## config.mk

```make
export PLATFORM = sky130hd
export DESIGN_NAME = cmd_parser_top
export DESIGN_NICKNAME = d
export VERILOG_FILES = /design/src/cmd_parser_pkg.sv /design/src/cmd_decoder.sv /design/src/beat_mover.sv /design/src/write_addr_gen.sv /design/src/cmd_parser_top.sv
export SDC_FILE = /design/constraint.sdc
export NUM_CORES = 1
export LEC_CHECK = 0
export BUFFER_PORTS_ARGS = -buffer_cell sky130_fd_sc_hd__buf_4
export CORE_UTILIZATION = 50
export DETAILED_ROUTE_END_ITERATION = 16
export GPL_TIMING_DRIVEN = 0
export PLACE_DENSITY_LB_ADDON = 0.2
export SLEW_MARGIN = 15
export SYNTH_ARGS = -nofsm -noshare
export SYNTH_HDL_FRONTEND = slang
export SYNTH_HIERARCHICAL = 1
export SYNTH_SLANG_ARGS = --single-unit
```

## constraint.sdc

```tcl
create_clock -name aclk -period 5.09 [get_ports aclk]
set_input_delay 0.7635 -clock aclk [delete_from_list [all_inputs] [get_ports aclk]]
set_output_delay 0.7635 -clock aclk [all_outputs]
set_load 0.02 [all_outputs]
```

## src/cmd_parser_pkg.sv

```systemverilog
// Shared constants and types for the command parser, imported by every RTL module
package cmd_parser_pkg;

    // Stream, memory data and address word width
    localparam int data_width = 32;

    // Byte address into the attached memory
    localparam int addr_width = 16;

    localparam int bytes_per_beat = data_width / 8;
    localparam int beat_shift = $clog2(bytes_per_beat);

    // Header word layout
    localparam int op_pos = 28;
    localparam int op_size = 4;
    localparam int len_size = 28;

    localparam logic [op_size-1:0] op_nop    = 4'd0;
    localparam logic [op_size-1:0] op_store  = 4'd5;
    localparam logic [op_size-1:0] op_memset = 4'd7;
    localparam logic [op_size-1:0] op_stream = 4'd8;

    // Byte length shifted down to whole beats
    typedef logic [len_size-beat_shift-1:0] beat_count_t;

    typedef logic [data_width-1:0] data_t;
    typedef logic [addr_width-1:0] addr_t;

    // Where the mover output goes
    typedef enum logic {
        dest_stream,
        dest_mem
    } dest_t;

    // Where the mover takes its beats from
    typedef enum logic {
        src_cmd,
        src_fill
    } src_t;

endpackage

```

## src/cmd_decoder.sv

```systemverilog
// Command FSM that reads header, address and fill words and starts the mover and address generator
module cmd_decoder (
    input  logic                        aclk,
    input  logic                        resetn,
    input  logic                        s_cmd_valid,
    input  cmd_parser_pkg::data_t       s_cmd_data,
    output logic                        cmd_ready,
    output logic                        busy,
    output logic                        mover_start,
    output logic                        addr_start,
    output cmd_parser_pkg::beat_count_t beat_count,
    output cmd_parser_pkg::src_t        src,
    output cmd_parser_pkg::dest_t       dest,
    output cmd_parser_pkg::addr_t       base_addr,
    output cmd_parser_pkg::data_t       fill_word,
    input  logic                        mover_done,
    input  logic                        addr_done
);
    import cmd_parser_pkg::*;

    typedef enum logic [2:0] {
        st_idle,
        st_header,
        st_address,
        st_fill,
        st_wait
    } state_t;

    state_t state;
    logic   mover_seen;
    logic   addr_seen;
    logic   cmd_fire;

    assign cmd_fire = s_cmd_valid && cmd_ready;

    // The mover owns the input ready only while it pulls payload from the stream
    assign busy = (state == st_wait) && (src == src_cmd);

    always_ff @(posedge aclk)
    begin
        if (!resetn)
        begin
            state       <= st_idle;
            cmd_ready   <= 1'b0;
            mover_start <= 1'b0;
            addr_start  <= 1'b0;
            mover_seen  <= 1'b0;
            addr_seen   <= 1'b0;
            src         <= src_cmd;
            dest        <= dest_stream;
        end
        else
        begin
            mover_start <= 1'b0;
            addr_start  <= 1'b0;
            case (state)
            st_idle:
            begin
                cmd_ready <= 1'b1;
                state     <= st_header;
            end
            st_header:
            begin
                if (cmd_fire)
                begin
                    beat_count <= beat_count_t'(s_cmd_data[len_size-1:0] >> beat_shift);
                    case (s_cmd_data[op_pos +: op_size])
                    op_stream:
                    begin
                        src         <= src_cmd;
                        dest        <= dest_stream;
                        cmd_ready   <= 1'b0;
                        mover_start <= 1'b1;
                        mover_seen  <= 1'b0;
                        // No address phase for a stream
                        addr_seen   <= 1'b1;
                        state       <= st_wait;
                    end
                    op_store:
                    begin
                        src   <= src_cmd;
                        dest  <= dest_mem;
                        state <= st_address;
                    end
                    op_memset:
                    begin
                        src   <= src_fill;
                        dest  <= dest_mem;
                        state <= st_address;
                    end
                    // NOP and unknown opcodes only consume the header
                    default:
                        state <= st_header;
                    endcase
                end
            end
            st_address:
            begin
                if (cmd_fire)
                begin
                    base_addr <= s_cmd_data[addr_width-1:0];
                    if (src == src_fill)
                        state <= st_fill;
                    else
                    begin
                        cmd_ready   <= 1'b0;
                        mover_start <= 1'b1;
                        addr_start  <= 1'b1;
                        mover_seen  <= 1'b0;
                        addr_seen   <= 1'b0;
                        state       <= st_wait;
                    end
                end
            end
            st_fill:
            begin
                if (cmd_fire)
                begin
                    fill_word   <= s_cmd_data;
                    cmd_ready   <= 1'b0;
                    mover_start <= 1'b1;
                    addr_start  <= 1'b1;
                    mover_seen  <= 1'b0;
                    addr_seen   <= 1'b0;
                    state       <= st_wait;
                end
            end
            st_wait:
            begin
                // The two done pulses may arrive in either order
                mover_seen <= mover_seen || mover_done;
                addr_seen  <= addr_seen || addr_done;
                if ((mover_seen || mover_done) && (addr_seen || addr_done))
                begin
                    cmd_ready <= 1'b1;
                    state     <= st_header;
                end
            end
            default:
                state <= st_idle;
            endcase
        end
    end

    a_done_in_wait: assert property (@(posedge aclk) disable iff (!resetn)
        mover_done |-> state == st_wait);

endmodule

```

## src/beat_mover.sv

```systemverilog
// Moves counted beats from the command stream or the fill word to one registered output
module beat_mover (
    input  logic                        aclk,
    input  logic                        resetn,
    input  logic                        start,
    input  cmd_parser_pkg::beat_count_t beat_count,
    input  cmd_parser_pkg::src_t        src,
    input  cmd_parser_pkg::data_t       fill_word,
    input  logic                        in_valid,
    input  cmd_parser_pkg::data_t       in_data,
    output logic                        in_ready,
    output logic                        out_valid,
    output cmd_parser_pkg::data_t       out_data,
    output logic                        out_last,
    input  logic                        out_ready,
    output logic                        done
);
    import cmd_parser_pkg::*;

    beat_count_t cnt;
    src_t        src_q;
    data_t       fill_q;
    logic        run;
    logic        skid_valid;
    data_t       skid_data;
    logic        skid_last;
    beat_count_t len_q;
    beat_count_t taken;

    beat_count_t cur_cnt;
    src_t        cur_src;
    data_t       cur_data;
    logic        cur_last;
    logic        take_ready;
    logic        accept;
    logic        out_free;

    // On the start cycle the command fields come straight from the decoder
    assign cur_cnt  = start ? beat_count : cnt;
    assign cur_src  = start ? src : src_q;
    assign cur_data = (cur_src == src_fill) ? (start ? fill_word : fill_q) : in_data;
    assign cur_last = (cur_cnt == beat_count_t'(1));

    // A full skid stops the intake
    assign take_ready = (start || run) && (cur_cnt != '0) && !skid_valid;
    assign in_ready   = take_ready && (cur_src == src_cmd);
    assign accept     = take_ready && ((cur_src == src_fill) || in_valid);
    assign out_free   = out_ready || !out_valid;

    always_ff @(posedge aclk)
    begin
        if (!resetn)
        begin
            cnt        <= '0;
            src_q      <= src_cmd;
            run        <= 1'b0;
            out_valid  <= 1'b0;
            skid_valid <= 1'b0;
            done       <= 1'b0;
            taken      <= '0;
        end
        else
        begin
            done <= 1'b0;
            if (start)
            begin
                run   <= 1'b1;
                src_q <= src;
            end
            if (accept)
                cnt <= cur_cnt - 1'b1;
            else if (start)
                cnt <= beat_count;

            // Input transfers counted on their own for the length check
            if (in_valid && in_ready)
                taken <= start ? beat_count_t'(1) : taken + 1'b1;
            else if (start)
                taken <= '0;

            if (out_free)
            begin
                if (skid_valid)
                begin
                    out_valid  <= 1'b1;
                    skid_valid <= 1'b0;
                end
                else
                    out_valid <= accept;
            end
            else if (accept)
                skid_valid <= 1'b1;

            // All beats taken and the last one leaving the output stage
            if (run && !start && (cnt == '0) && !skid_valid && out_free)
            begin
                run  <= 1'b0;
                done <= 1'b1;
            end
        end
    end

    always_ff @(posedge aclk)
    begin
        if (start)
        begin
            fill_q <= fill_word;
            len_q  <= beat_count;
        end
        if (out_free)
        begin
            if (skid_valid)
            begin
                out_data <= skid_data;
                out_last <= skid_last;
            end
            else if (accept)
            begin
                out_data <= cur_data;
                out_last <= cur_last;
            end
        end
        else if (accept)
        begin
            skid_data <= cur_data;
            skid_last <= cur_last;
        end
    end

    a_out_stable: assert property (@(posedge aclk) disable iff (!resetn)
        out_valid && !out_ready |=> out_valid && $stable(out_data) && $stable(out_last));

    // Input transfers after the start cycle stay below the programmed length
    a_no_extra_beat: assert property (@(posedge aclk) disable iff (!resetn)
        in_valid && in_ready && !start |-> taken < len_q);

endmodule

```

## src/write_addr_gen.sv

```systemverilog
// Issues one memory write address per beat, stepping up from the base address
module write_addr_gen (
    input  logic                        aclk,
    input  logic                        resetn,
    input  logic                        start,
    input  cmd_parser_pkg::addr_t       base_addr,
    input  cmd_parser_pkg::beat_count_t beat_count,
    output cmd_parser_pkg::addr_t       awaddr,
    output logic                        awvalid,
    input  logic                        awready,
    output logic                        done
);
    import cmd_parser_pkg::*;

    beat_count_t cnt;
    logic        run;

    always_ff @(posedge aclk)
    begin
        if (!resetn)
        begin
            cnt     <= '0;
            run     <= 1'b0;
            awvalid <= 1'b0;
            done    <= 1'b0;
        end
        else
        begin
            done <= 1'b0;
            if (start)
            begin
                cnt     <= beat_count;
                run     <= 1'b1;
                awvalid <= (beat_count != '0);
            end
            else if (run)
            begin
                if (awvalid && awready)
                begin
                    cnt <= cnt - 1'b1;
                    if (cnt == beat_count_t'(1))
                    begin
                        awvalid <= 1'b0;
                        run     <= 1'b0;
                        done    <= 1'b1;
                    end
                end
                // Zero length leaves nothing to issue
                else if (!awvalid)
                begin
                    run  <= 1'b0;
                    done <= 1'b1;
                end
            end
        end
    end

    always_ff @(posedge aclk)
    begin
        if (start)
            awaddr <= base_addr;
        else if (awvalid && awready)
            awaddr <= awaddr + addr_t'(bytes_per_beat);
    end

    a_addr_stable: assert property (@(posedge aclk) disable iff (!resetn)
        awvalid && !awready |=> awvalid && $stable(awaddr));

endmodule

```

## src/cmd_parser_top.sv

```systemverilog
// Command parser top that decodes the command stream into stream output or memory writes
module cmd_parser_top (
    input  logic                  aclk,
    input  logic                  resetn,
    input  logic                  s_cmd_valid,
    output logic                  s_cmd_ready,
    input  cmd_parser_pkg::data_t s_cmd_data,
    input  logic                  s_cmd_last,
    output logic                  m_out_valid,
    input  logic                  m_out_ready,
    output cmd_parser_pkg::data_t m_out_data,
    output logic                  m_out_last,
    output cmd_parser_pkg::addr_t mem_awaddr,
    output logic                  mem_awvalid,
    input  logic                  mem_awready,
    output cmd_parser_pkg::data_t mem_wdata,
    output logic                  mem_wvalid,
    input  logic                  mem_wready
);
    import cmd_parser_pkg::*;

    logic        dec_ready;
    logic        busy;
    logic        mover_start;
    logic        addr_start;
    beat_count_t beat_count;
    src_t        src;
    dest_t       dest;
    addr_t       base_addr;
    data_t       fill_word;
    logic        mover_done;
    logic        addr_done;

    logic        mv_in_ready;
    logic        mv_valid;
    logic        mv_ready;
    data_t       mv_data;
    logic        mv_last;

    // Command boundaries come from the header lengths, so s_cmd_last has no role here
    assign s_cmd_ready = busy ? mv_in_ready : dec_ready;

    assign m_out_valid = mv_valid && (dest == dest_stream);
    assign m_out_data  = mv_data;
    assign m_out_last  = mv_last;
    assign mem_wvalid  = mv_valid && (dest == dest_mem);
    assign mem_wdata   = mv_data;
    assign mv_ready    = (dest == dest_stream) ? m_out_ready : mem_wready;

    cmd_decoder dec0 (
        .aclk        (aclk),
        .resetn      (resetn),
        .s_cmd_valid (s_cmd_valid),
        .s_cmd_data  (s_cmd_data),
        .cmd_ready   (dec_ready),
        .busy        (busy),
        .mover_start (mover_start),
        .addr_start  (addr_start),
        .beat_count  (beat_count),
        .src         (src),
        .dest        (dest),
        .base_addr   (base_addr),
        .fill_word   (fill_word),
        .mover_done  (mover_done),
        .addr_done   (addr_done)
    );

    beat_mover mover0 (
        .aclk       (aclk),
        .resetn     (resetn),
        .start      (mover_start),
        .beat_count (beat_count),
        .src        (src),
        .fill_word  (fill_word),
        .in_valid   (s_cmd_valid),
        .in_data    (s_cmd_data),
        .in_ready   (mv_in_ready),
        .out_valid  (mv_valid),
        .out_data   (mv_data),
        .out_last   (mv_last),
        .out_ready  (mv_ready),
        .done       (mover_done)
    );

    write_addr_gen awgen0 (
        .aclk       (aclk),
        .resetn     (resetn),
        .start      (addr_start),
        .base_addr  (base_addr),
        .beat_count (beat_count),
        .awaddr     (mem_awaddr),
        .awvalid    (mem_awvalid),
        .awready    (mem_awready),
        .done       (addr_done)
    );

endmodule

```

==> key figures, run 1 <==
Worst setup path
  – Crit path launch: dec0/mover_start$_SDFF_PN0_
  – Worst reg-to-reg path cell count: 13
  – Worst path arrival time: 4130 ps
  – Worst R2R Start: dec0/mover_start$_SDFF_PN0_
  – CP Capture Type: output pin
  – Crit start category: flop
  – Type of the worst setup path: flop to output pin
  – Max FO, Critical Path: 19
  – Worst Path Required: 4330 ps

Synthesis
  – Post-synth ARST share: 0%
  – Post-synth top area cell: edfxtp_1
  – Post-synthesis register bit count: 258
  – Syn Inst Count: 1048
  – Synth Flop Type: edfxtp_1
  – Yosys warnings: 6
  – Synth top area cells: edfxtp_1 (39%), dfxtp_1 (17%), mux2_2 (5.2%), mux2i_1 (4.6%), a21oi_1 (2.6%)
  – Unique masters post-synth: 85
  – Syn avg cell area: 11.41 sq um
  – Top cell type's share of synthesized area: 39.17%
  – Post-Syn Area: 0.01196 sq mm
  – Post-synth EDFFs: 156
  – Syn nets: 1093
  – Register area share after synthesis: 56.25%

Final layout
  – Most common cell after layout, fill and taps aside: buf_4
  – Diode count: 0
  – Flip-flop and latch area: 0.006726 sq mm
  – Fin util: 61.06%
  – Most frequent cells in the layout: buf_4 (160), edfxtp_1 (156), dfxtp_1 (102), nand2_1 (67), a21oi_1 (61)
  – Multi-input gate area: 0.004574 sq mm
  – NumNets Final: 1248
  – Post-route cell area: 0.01433 sq mm
  – Fillers: 1922
  – Area growth from synthesis to layout: 19.84%
  – Share of layout cells above drive strength 1: 27.12%

Die
  – Core Region: 0.02347 sq mm
  – Initial Util: 50.95%
  – Die Ht: 156.7 um
  – Die Footprint: 0.02454 sq mm
  – Num rows: 56
  – Chip width: 156.7 um
  – IO Pins: 124

Placement
  – Dpl cell area: 0.01340 sq mm
  – Port buffer count: 122
  – Final RePlAce weighted congestion: 0.9038
  – Hpwl dp: 21750 um

Timing
  – Relative slew slack: 41.15%
  – Peak Freq: 204.3 MHz
  – Post-route setup TNS: 0 ps
  – Least-Margin Pin Slew: 882.8 ps
  – Clock skew: 17.37 ps
  – Final Hold Vio Count: 0
  – Final Slew Violations: 0
  – Post-route clock period utilization: 96.16%
  – RSZ-0062 raised after global routing: false
  – Final setup viols: 0
  – Tmin final: 4895 ps

Route
  – Post-route ant nets: 0
  – Vias/cell: 5.775
  – Drt total wl: 30490 um
  – DR pass1 iterations: 5
  – Total number of vias: 8911
  – 1st-iter DRT viols: 715
  – Residual DRC: 0
  – WL/cell: 19.76 um

Power
  – PD cells: 311.7 mW/mm^2
  – Switching Share: 21.37%
  – Worst IR Drop VDD: 262.1 uV
  – P_leak: 5.406 nW
  – Int Pwr: 3.513 mW
  – Combinational power share: 4.2%
  – Register share of total power: 50.4%
  – P_sw: 0.9549 mW
  – Clock power frac: 45.4%

Clock tree
  – Post-CTS Resized: 4
  – CTS tree: done
  – Clk Tree Root Cell: clkbuf_16
  – CTS max path bufs: 3
  – H-tree depth: 1
  – Postcts setup bufs: 0
  – Hold Buf Count CTS: 0
  – Clock latency on the worst-skew pair: 540 ps
  – Clock-pin slew on the worst setup and hold paths: 60 ps
  – Cts bufs inserted: 27
  – Clock sinks: 258

Global route
  – Initial antenna violation count: 0
  – Vias in the first global route: 8518
  – Total GRT Usage: 25.01%
  – Pin count of the biggest net entering global routing: 31
  – GR Overflow Total: 0
  – First-pass GRT wire length: 46880 um

Hold path
  – Hold Path Depth: 1
  – Hold_sp: s_cmd_data[0]
  – Tightest Hold Check Type: input pin to flop

Job
  – Max-Cap Viols: 0

Outcome
  – Status: completed
-- routing by layer --
metal / vias up / global-route usage [%] / part of all wire (%)
li1: 4201 / - / -
met1: 4314 / 34.93 / 45
met2: 323 / 39.39 / 45
met3: 73 / 3.406 / 6.3
met4: 0 / 9.897 / 3.9
met5: - / 0 / 0
-- power by group through the flow --
stage	combinational, mW	sequential, mW	clock (mW)
2_1_floorplan	0.108	2.29	0
3_3_place_gp	0.179	2.30	0
3_5_place_dp	0.185	2.30	0
4_1_cts	0.186	2.25	2.06
5_1_grt	0.204	2.25	2.14
6_report	0.187	2.25	2.03
-- critical path: stages, from the launching register on --
cell and delay, ps:
dfxtp_1 340, buf_2 260, clkbuf_4 270, buf_4 260, buf_4 290, mux2i_2 340
ha_1 230, nor4b_1 240, a22oi_1 180, and3b_1 310, buf_4 300, a211oi_1 120
mux2_4 290, buf_4 160
-- cells in the mapped netlist (all sizes together) (4+ instances only) --
cell     instances
a2111oi          4
a211oi           6
a21oi           62
a31oi           16
and2             7
and3             9
buf             57
clkbuf          32
dfxtp          102
edfxtp         156
ha               6
inv             43
mux2            58
mux2i           55
nand2           68
nand2b           9
nand3           19
nand4           11
nor2            60
nor3            24
nor3b           10
nor4            25
nor4b            4
o211a            4
o21ai           44
o221ai           4
o31a             5
o31ai           11
or2             18
or3             18
or3b            11
or4             16
xnor2            8
xor2             8
-- final cells by class --
cell class	count	share of cell area, %
clock buffers	36	5.230
multi-input cells	658	31.92
flip-flops and latches	258	46.94
plain buffers	87	3.702
clock inverters	14	1.231
well taps	319	2.785
repair buffers	128	7.072
inverters	43	1.126
-- through the flow --
stage | hold WS [ps] | total power [mW] | setup WS (ps) | instances
detailed placement | 442.6 | 2.483 | -137.4 | 1495
finish | 424.5 | 4.468 | 195.3 | 1543
CTS | 416.6 | 4.500 | 205.4 | 1543
floorplan | 424.6 | 2.400 | 309.9 | 1048
global placement | 437.3 | 2.477 | -1828 | 1489
global route | 417.9 | 4.598 | 2.676 | 1543
-- sequential cells by signal, indices dropped and copies added, names as in the netlist, 3 cells and up --
name	count
dec0/base_addr	16
mover0/fill_q	32
awgen0/cnt	26
awgen0/awaddr	16
mover0/skid_data	32
dec0/fill_word	32
dec0/beat_count	26
dec0/state	3
mover0/out_data	32
mover0/cnt	26
-- final timing paths --
kind	endpoint	slack, ps
hold / removal	dec0/base_addr[0]$_DFFE_PP_	420
setup / recovery	s_cmd_ready	200
hold reg to reg	mover0/fill_q[20]$_DFF_P_	450
setup reg to reg	mover0/out_data[9]$_DFFE_PP_	980
-- cell families (layout without fill, tap and decap cells) --
kind of cell	after synthesis	after routing	synth area share, %
fa+ha+maj	6	6	0.6277
simple gates	326	326	15.17
buf+inv	132	308	5.796
compound gates	197	197	10.86
mux	113	113	10.13
flops	258	258	56.25
xor+xnor	16	16	1.172
No activity file was read; power rests on OpenSTA's default activity.
==> run 2: changes to the inputs <==
- SYNTH_HIERARCHICAL: 1 -> default
==> key figures, run 2 <==
Outcome
  – Status: completed

Global route
  – Vias in the first global route: 8175 (-4.0%)
  – Total GRT Usage: 25.52% (+0.51 points)
  – GR Overflow Total: 0 (unchanged)
  – Initial antenna violation count: 0 (unchanged)
  – First-pass GRT wire length: 47480 um (+1.3%)
  – Pin count of the biggest net entering global routing: 27 (-13%)

Worst setup path
  – Max FO, Critical Path: 10 (-9)
  – Worst path arrival time: 3880 ps (-250 ps)
  – CP Capture Type: output pin
  – Worst Path Required: 4330 ps (about the same)
  – CP max-delay cell: dfxtp_1
  – Crit start category: flop
  – Worst R2R Start: dec0.mover_start$_SDFF_PN0_
  – Type of the worst setup path: flop to output pin
  – CP Cell Sequence: buf_4 -> buf_6 -> buf_2 -> buf_2 -> clkbuf_4 -> mux2i_2 -> ha_1 -> o21ai_0 -> nor3_4 -> clkbuf_4 -> a211o_1 -> o31ai_1 -> buf_4
  – CP max stage delay: 410 ps (+70 ps)
  – Crit path launch: dec0.mover_start$_SDFF_PN0_

Timing
  – Peak Freq: 215.3 MHz (+5.4%)
  – Clock skew: 8.633 ps (-8.734 ps)
  – Final setup viols: 0 (unchanged)
  – Tmin final: 4646 ps (-248.9 ps)
  – Post-route setup TNS: 0 ps (unchanged)
  – Post-route clock period utilization: 91.27% (-4.9 points)
  – Final Hold Vio Count: 0 (unchanged)
  – Least-Margin Pin Slew: 786.5 ps (-96.26 ps)
  – Relative slew slack: 47.44% (+6.3 points)
  – RSZ-0062 raised after global routing: false
  – Final Slew Violations: 0 (unchanged)

Route
  – Residual DRC: 0 (unchanged)
  – WL/cell: 19.96 um (+1.0%)
  – Total number of vias: 8442 (-5.3%)
  – Drt total wl: 30220 um (-0.89%)
  – Vias/cell: 5.576 (-3.4%)
  – Post-route ant nets: 0 (unchanged)
  – DR pass1 iterations: 5 (unchanged)
  – 1st-iter DRT viols: 525 (-27%)

Clock tree
  – Clock-pin slew on the worst setup and hold paths: 60 ps (about the same)
  – CTS tree: done
  – H-tree depth: 1 (unchanged)
  – Clk Tree Root Cell: clkbuf_16
  – CTS max path bufs: 3 (unchanged)
  – Cts bufs inserted: 27 (unchanged)
  – Clock sinks: 258 (unchanged)
  – Clock latency on the worst-skew pair: 550 ps (about the same)

Synthesis
  – Post-synthesis xor/xnor area fraction: 2.743% (+1.6 points)
  – Post-synth top area cell: edfxtp_1
  – Post-synth EDFFs: 156 (unchanged)
  – Unique masters post-synth: 73 (-14%)
  – Synth cell count leaders: edfxtp_1 (156), dfxtp_1 (102), nor2_1 (79)
  – Syn avg cell area: 11.54 sq um (+1.1%)
  – Adder-cell share of the synthesized area: 0.6355% (+0.0078 points)
  – Yosys warnings: 0 (-6)
  – Post-synthesis simple-gate area fraction: 13.85% (-1.3 points)
  – Post-synthesis compound-gate area fraction: 9.363% (-1.5 points)
  – Register area share after synthesis: 56.94% (+0.70 points)
  – Syn Inst Count: 1024 (-2.3%)
  – Synth top area cells: edfxtp_1 (40%), dfxtp_1 (17%), mux2_2 (5.4%), mux2i_1 (5.4%), a21oi_1 (3.1%)
  – Post-synthesis register bit count: 258 (unchanged)
  – Mux cell area share after synthesis: 10.95% (+0.82 points)
  – Synth Flop Type: edfxtp_1
  – Top cell type's share of synthesized area: 39.66% (+0.49 points)
  – Post-synth ARST share: 0% (unchanged)
  – Count leader, synth: edfxtp_1
  – Syn nets: 1069 (-2.2%)
  – Largest family of logic cells by synthesized area: simple AND/OR/NAND/NOR gates
  – Post-Syn Area: 0.01181 sq mm (-1.2%)

Final layout
  – Fillers: 1851 (-3.7%)
  – Flip-flop and latch area: 0.006726 sq mm (unchanged)
  – Most common cell after layout, fill and taps aside: buf_4
  – Fin util: 62.19% (+1.1 points)
  – Area growth from synthesis to layout: 20.65%
  – Diode count: 0 (unchanged)
  – NumNets Final: 1225 (-1.8%)
  – Multi-input gate area: 0.004463 sq mm (-2.4%)
  – Most frequent cells in the layout: buf_4 (157), edfxtp_1 (156), dfxtp_1 (102), nor2_1 (76), a21oi_1 (73)
  – Share of layout cells above drive strength 1: 28.64% (+1.5 points)
  – Final Non-Filler Cells: 1514 (-1.9%)

Power
  – Worst IR Drop VDD: 314.0 uV (+20%)
  – PD cells: 326.9 mW/mm^2 (+4.9%)
  – P_leak: 5.307 nW (-1.8%)
  – Total Power: 4.659 mW (+4.3%)

Die
  – Initial Util: 51.55% (+0.60 points)
  – IO Pins: 124 (unchanged)
  – Die Ht: 155.7 um (-0.61%)
  – Num rows: 55 (-1.8%)
  – Core Region: 0.02292 sq mm (-2.4%)
  – Die Footprint: 0.02424 sq mm (-1.2%)
  – Chip width: 155.7 um (-0.61%)

Placement
  – Placed Cells: 1463 (-2.1%)
  – Final RePlAce weighted congestion: 0.9575 (+5.9%)
  – Hpwl dp: 21550 um (-0.90%)
  – Port buffer count: 122 (unchanged)

Hold path
  – Tightest Hold Check Type: input pin to flop
  – Hold_sp: s_cmd_data[18]

Job
  – Max-Cap Viols: 0 (unchanged)
==> run 2: cell families (layout without fill, tap and decap cells) <==
kind of cell               count (synthesis)  in the layout
AOI/OAI and AO/OA                        168            168
xor gates and xnor gates                  37             37
adders and majority gates                  6              6
buffers and inverters                    129            306
DFF                                      258            258
muxes                                    122            122
and+or+nand+nor                          304            304
==> run 2: final cells by class <==
class	count	share of cell area, %
clock buffer	33	5.109
buffer	84	3.415
clock inverter	17	1.975
timing repair buffer	127	7.058
tap	313	2.748
sequential	258	47.20
inverter	45	1.185
multi-input combinational	637	31.31
==> run 2: what timing repair did <==
action	4_1_cts	5_1_grt
pin swaps	0	1
hold buffers	0	0
gates cloned	0	0
setup endpoints to repair	1	1
setup buffers	0	1
gates resized for setup	1	3
==> run 2: worst max-delay path: cells and delay by family, from the launching register on <==
family                   cells  cell delay (ps)
multiplexers                 1              380
adder cells (fa/ha/maj)      1              230
AO/OA/AOI/OAI                3              400
flip-flops                   1              410
buffers and inverters        7             1740
AND/OR/NAND/NOR              1              170
==> run 2: metal layers <==
metal / vias to the layer above / global-route usage, % / wire (um)
met1: 4144 / 36.46 / 13960
met3: 63 / 4.056 / 1606
met2: 239 / 39.87 / 13810
met5: - / 0 / 0
li1: 3996 / - / -
met4: 0 / 8.030 / 838
==> run 2: power by group <==
part           internal [mW]  leakage (nW)  switching (mW)  total, mW
Sequential              2.24          2.23          0.0147       2.25
Clock                   1.38         0.488           0.839       2.22
Combinational         0.0747          2.59           0.114      0.188
Total                   3.69          5.31           0.967       4.66
==> run 2: final timing paths <==
check	to	slack (ps)	depth (start not counted)
max	s_cmd_ready	440	13
min	dec0.fill_word[18]$_DFFE_PP_	420	1
max reg2reg	mover0.out_data[11]$_DFFE_PP_	1000	13
min reg2reg	mover0.fill_q[25]$_DFF_P_	450	2
==> run 2: per-stage QoR <==
stage	setup WS [ps]	area, sq um	hold slack [ps]
finish	444.3	14250	418.1
global route	262.0	14250	394.0
CTS	4.920	14240	398.5
detailed placement	556.4	13220	442.2
global placement	133.9	13120	436.0
floorplan	1501	11810	424.6
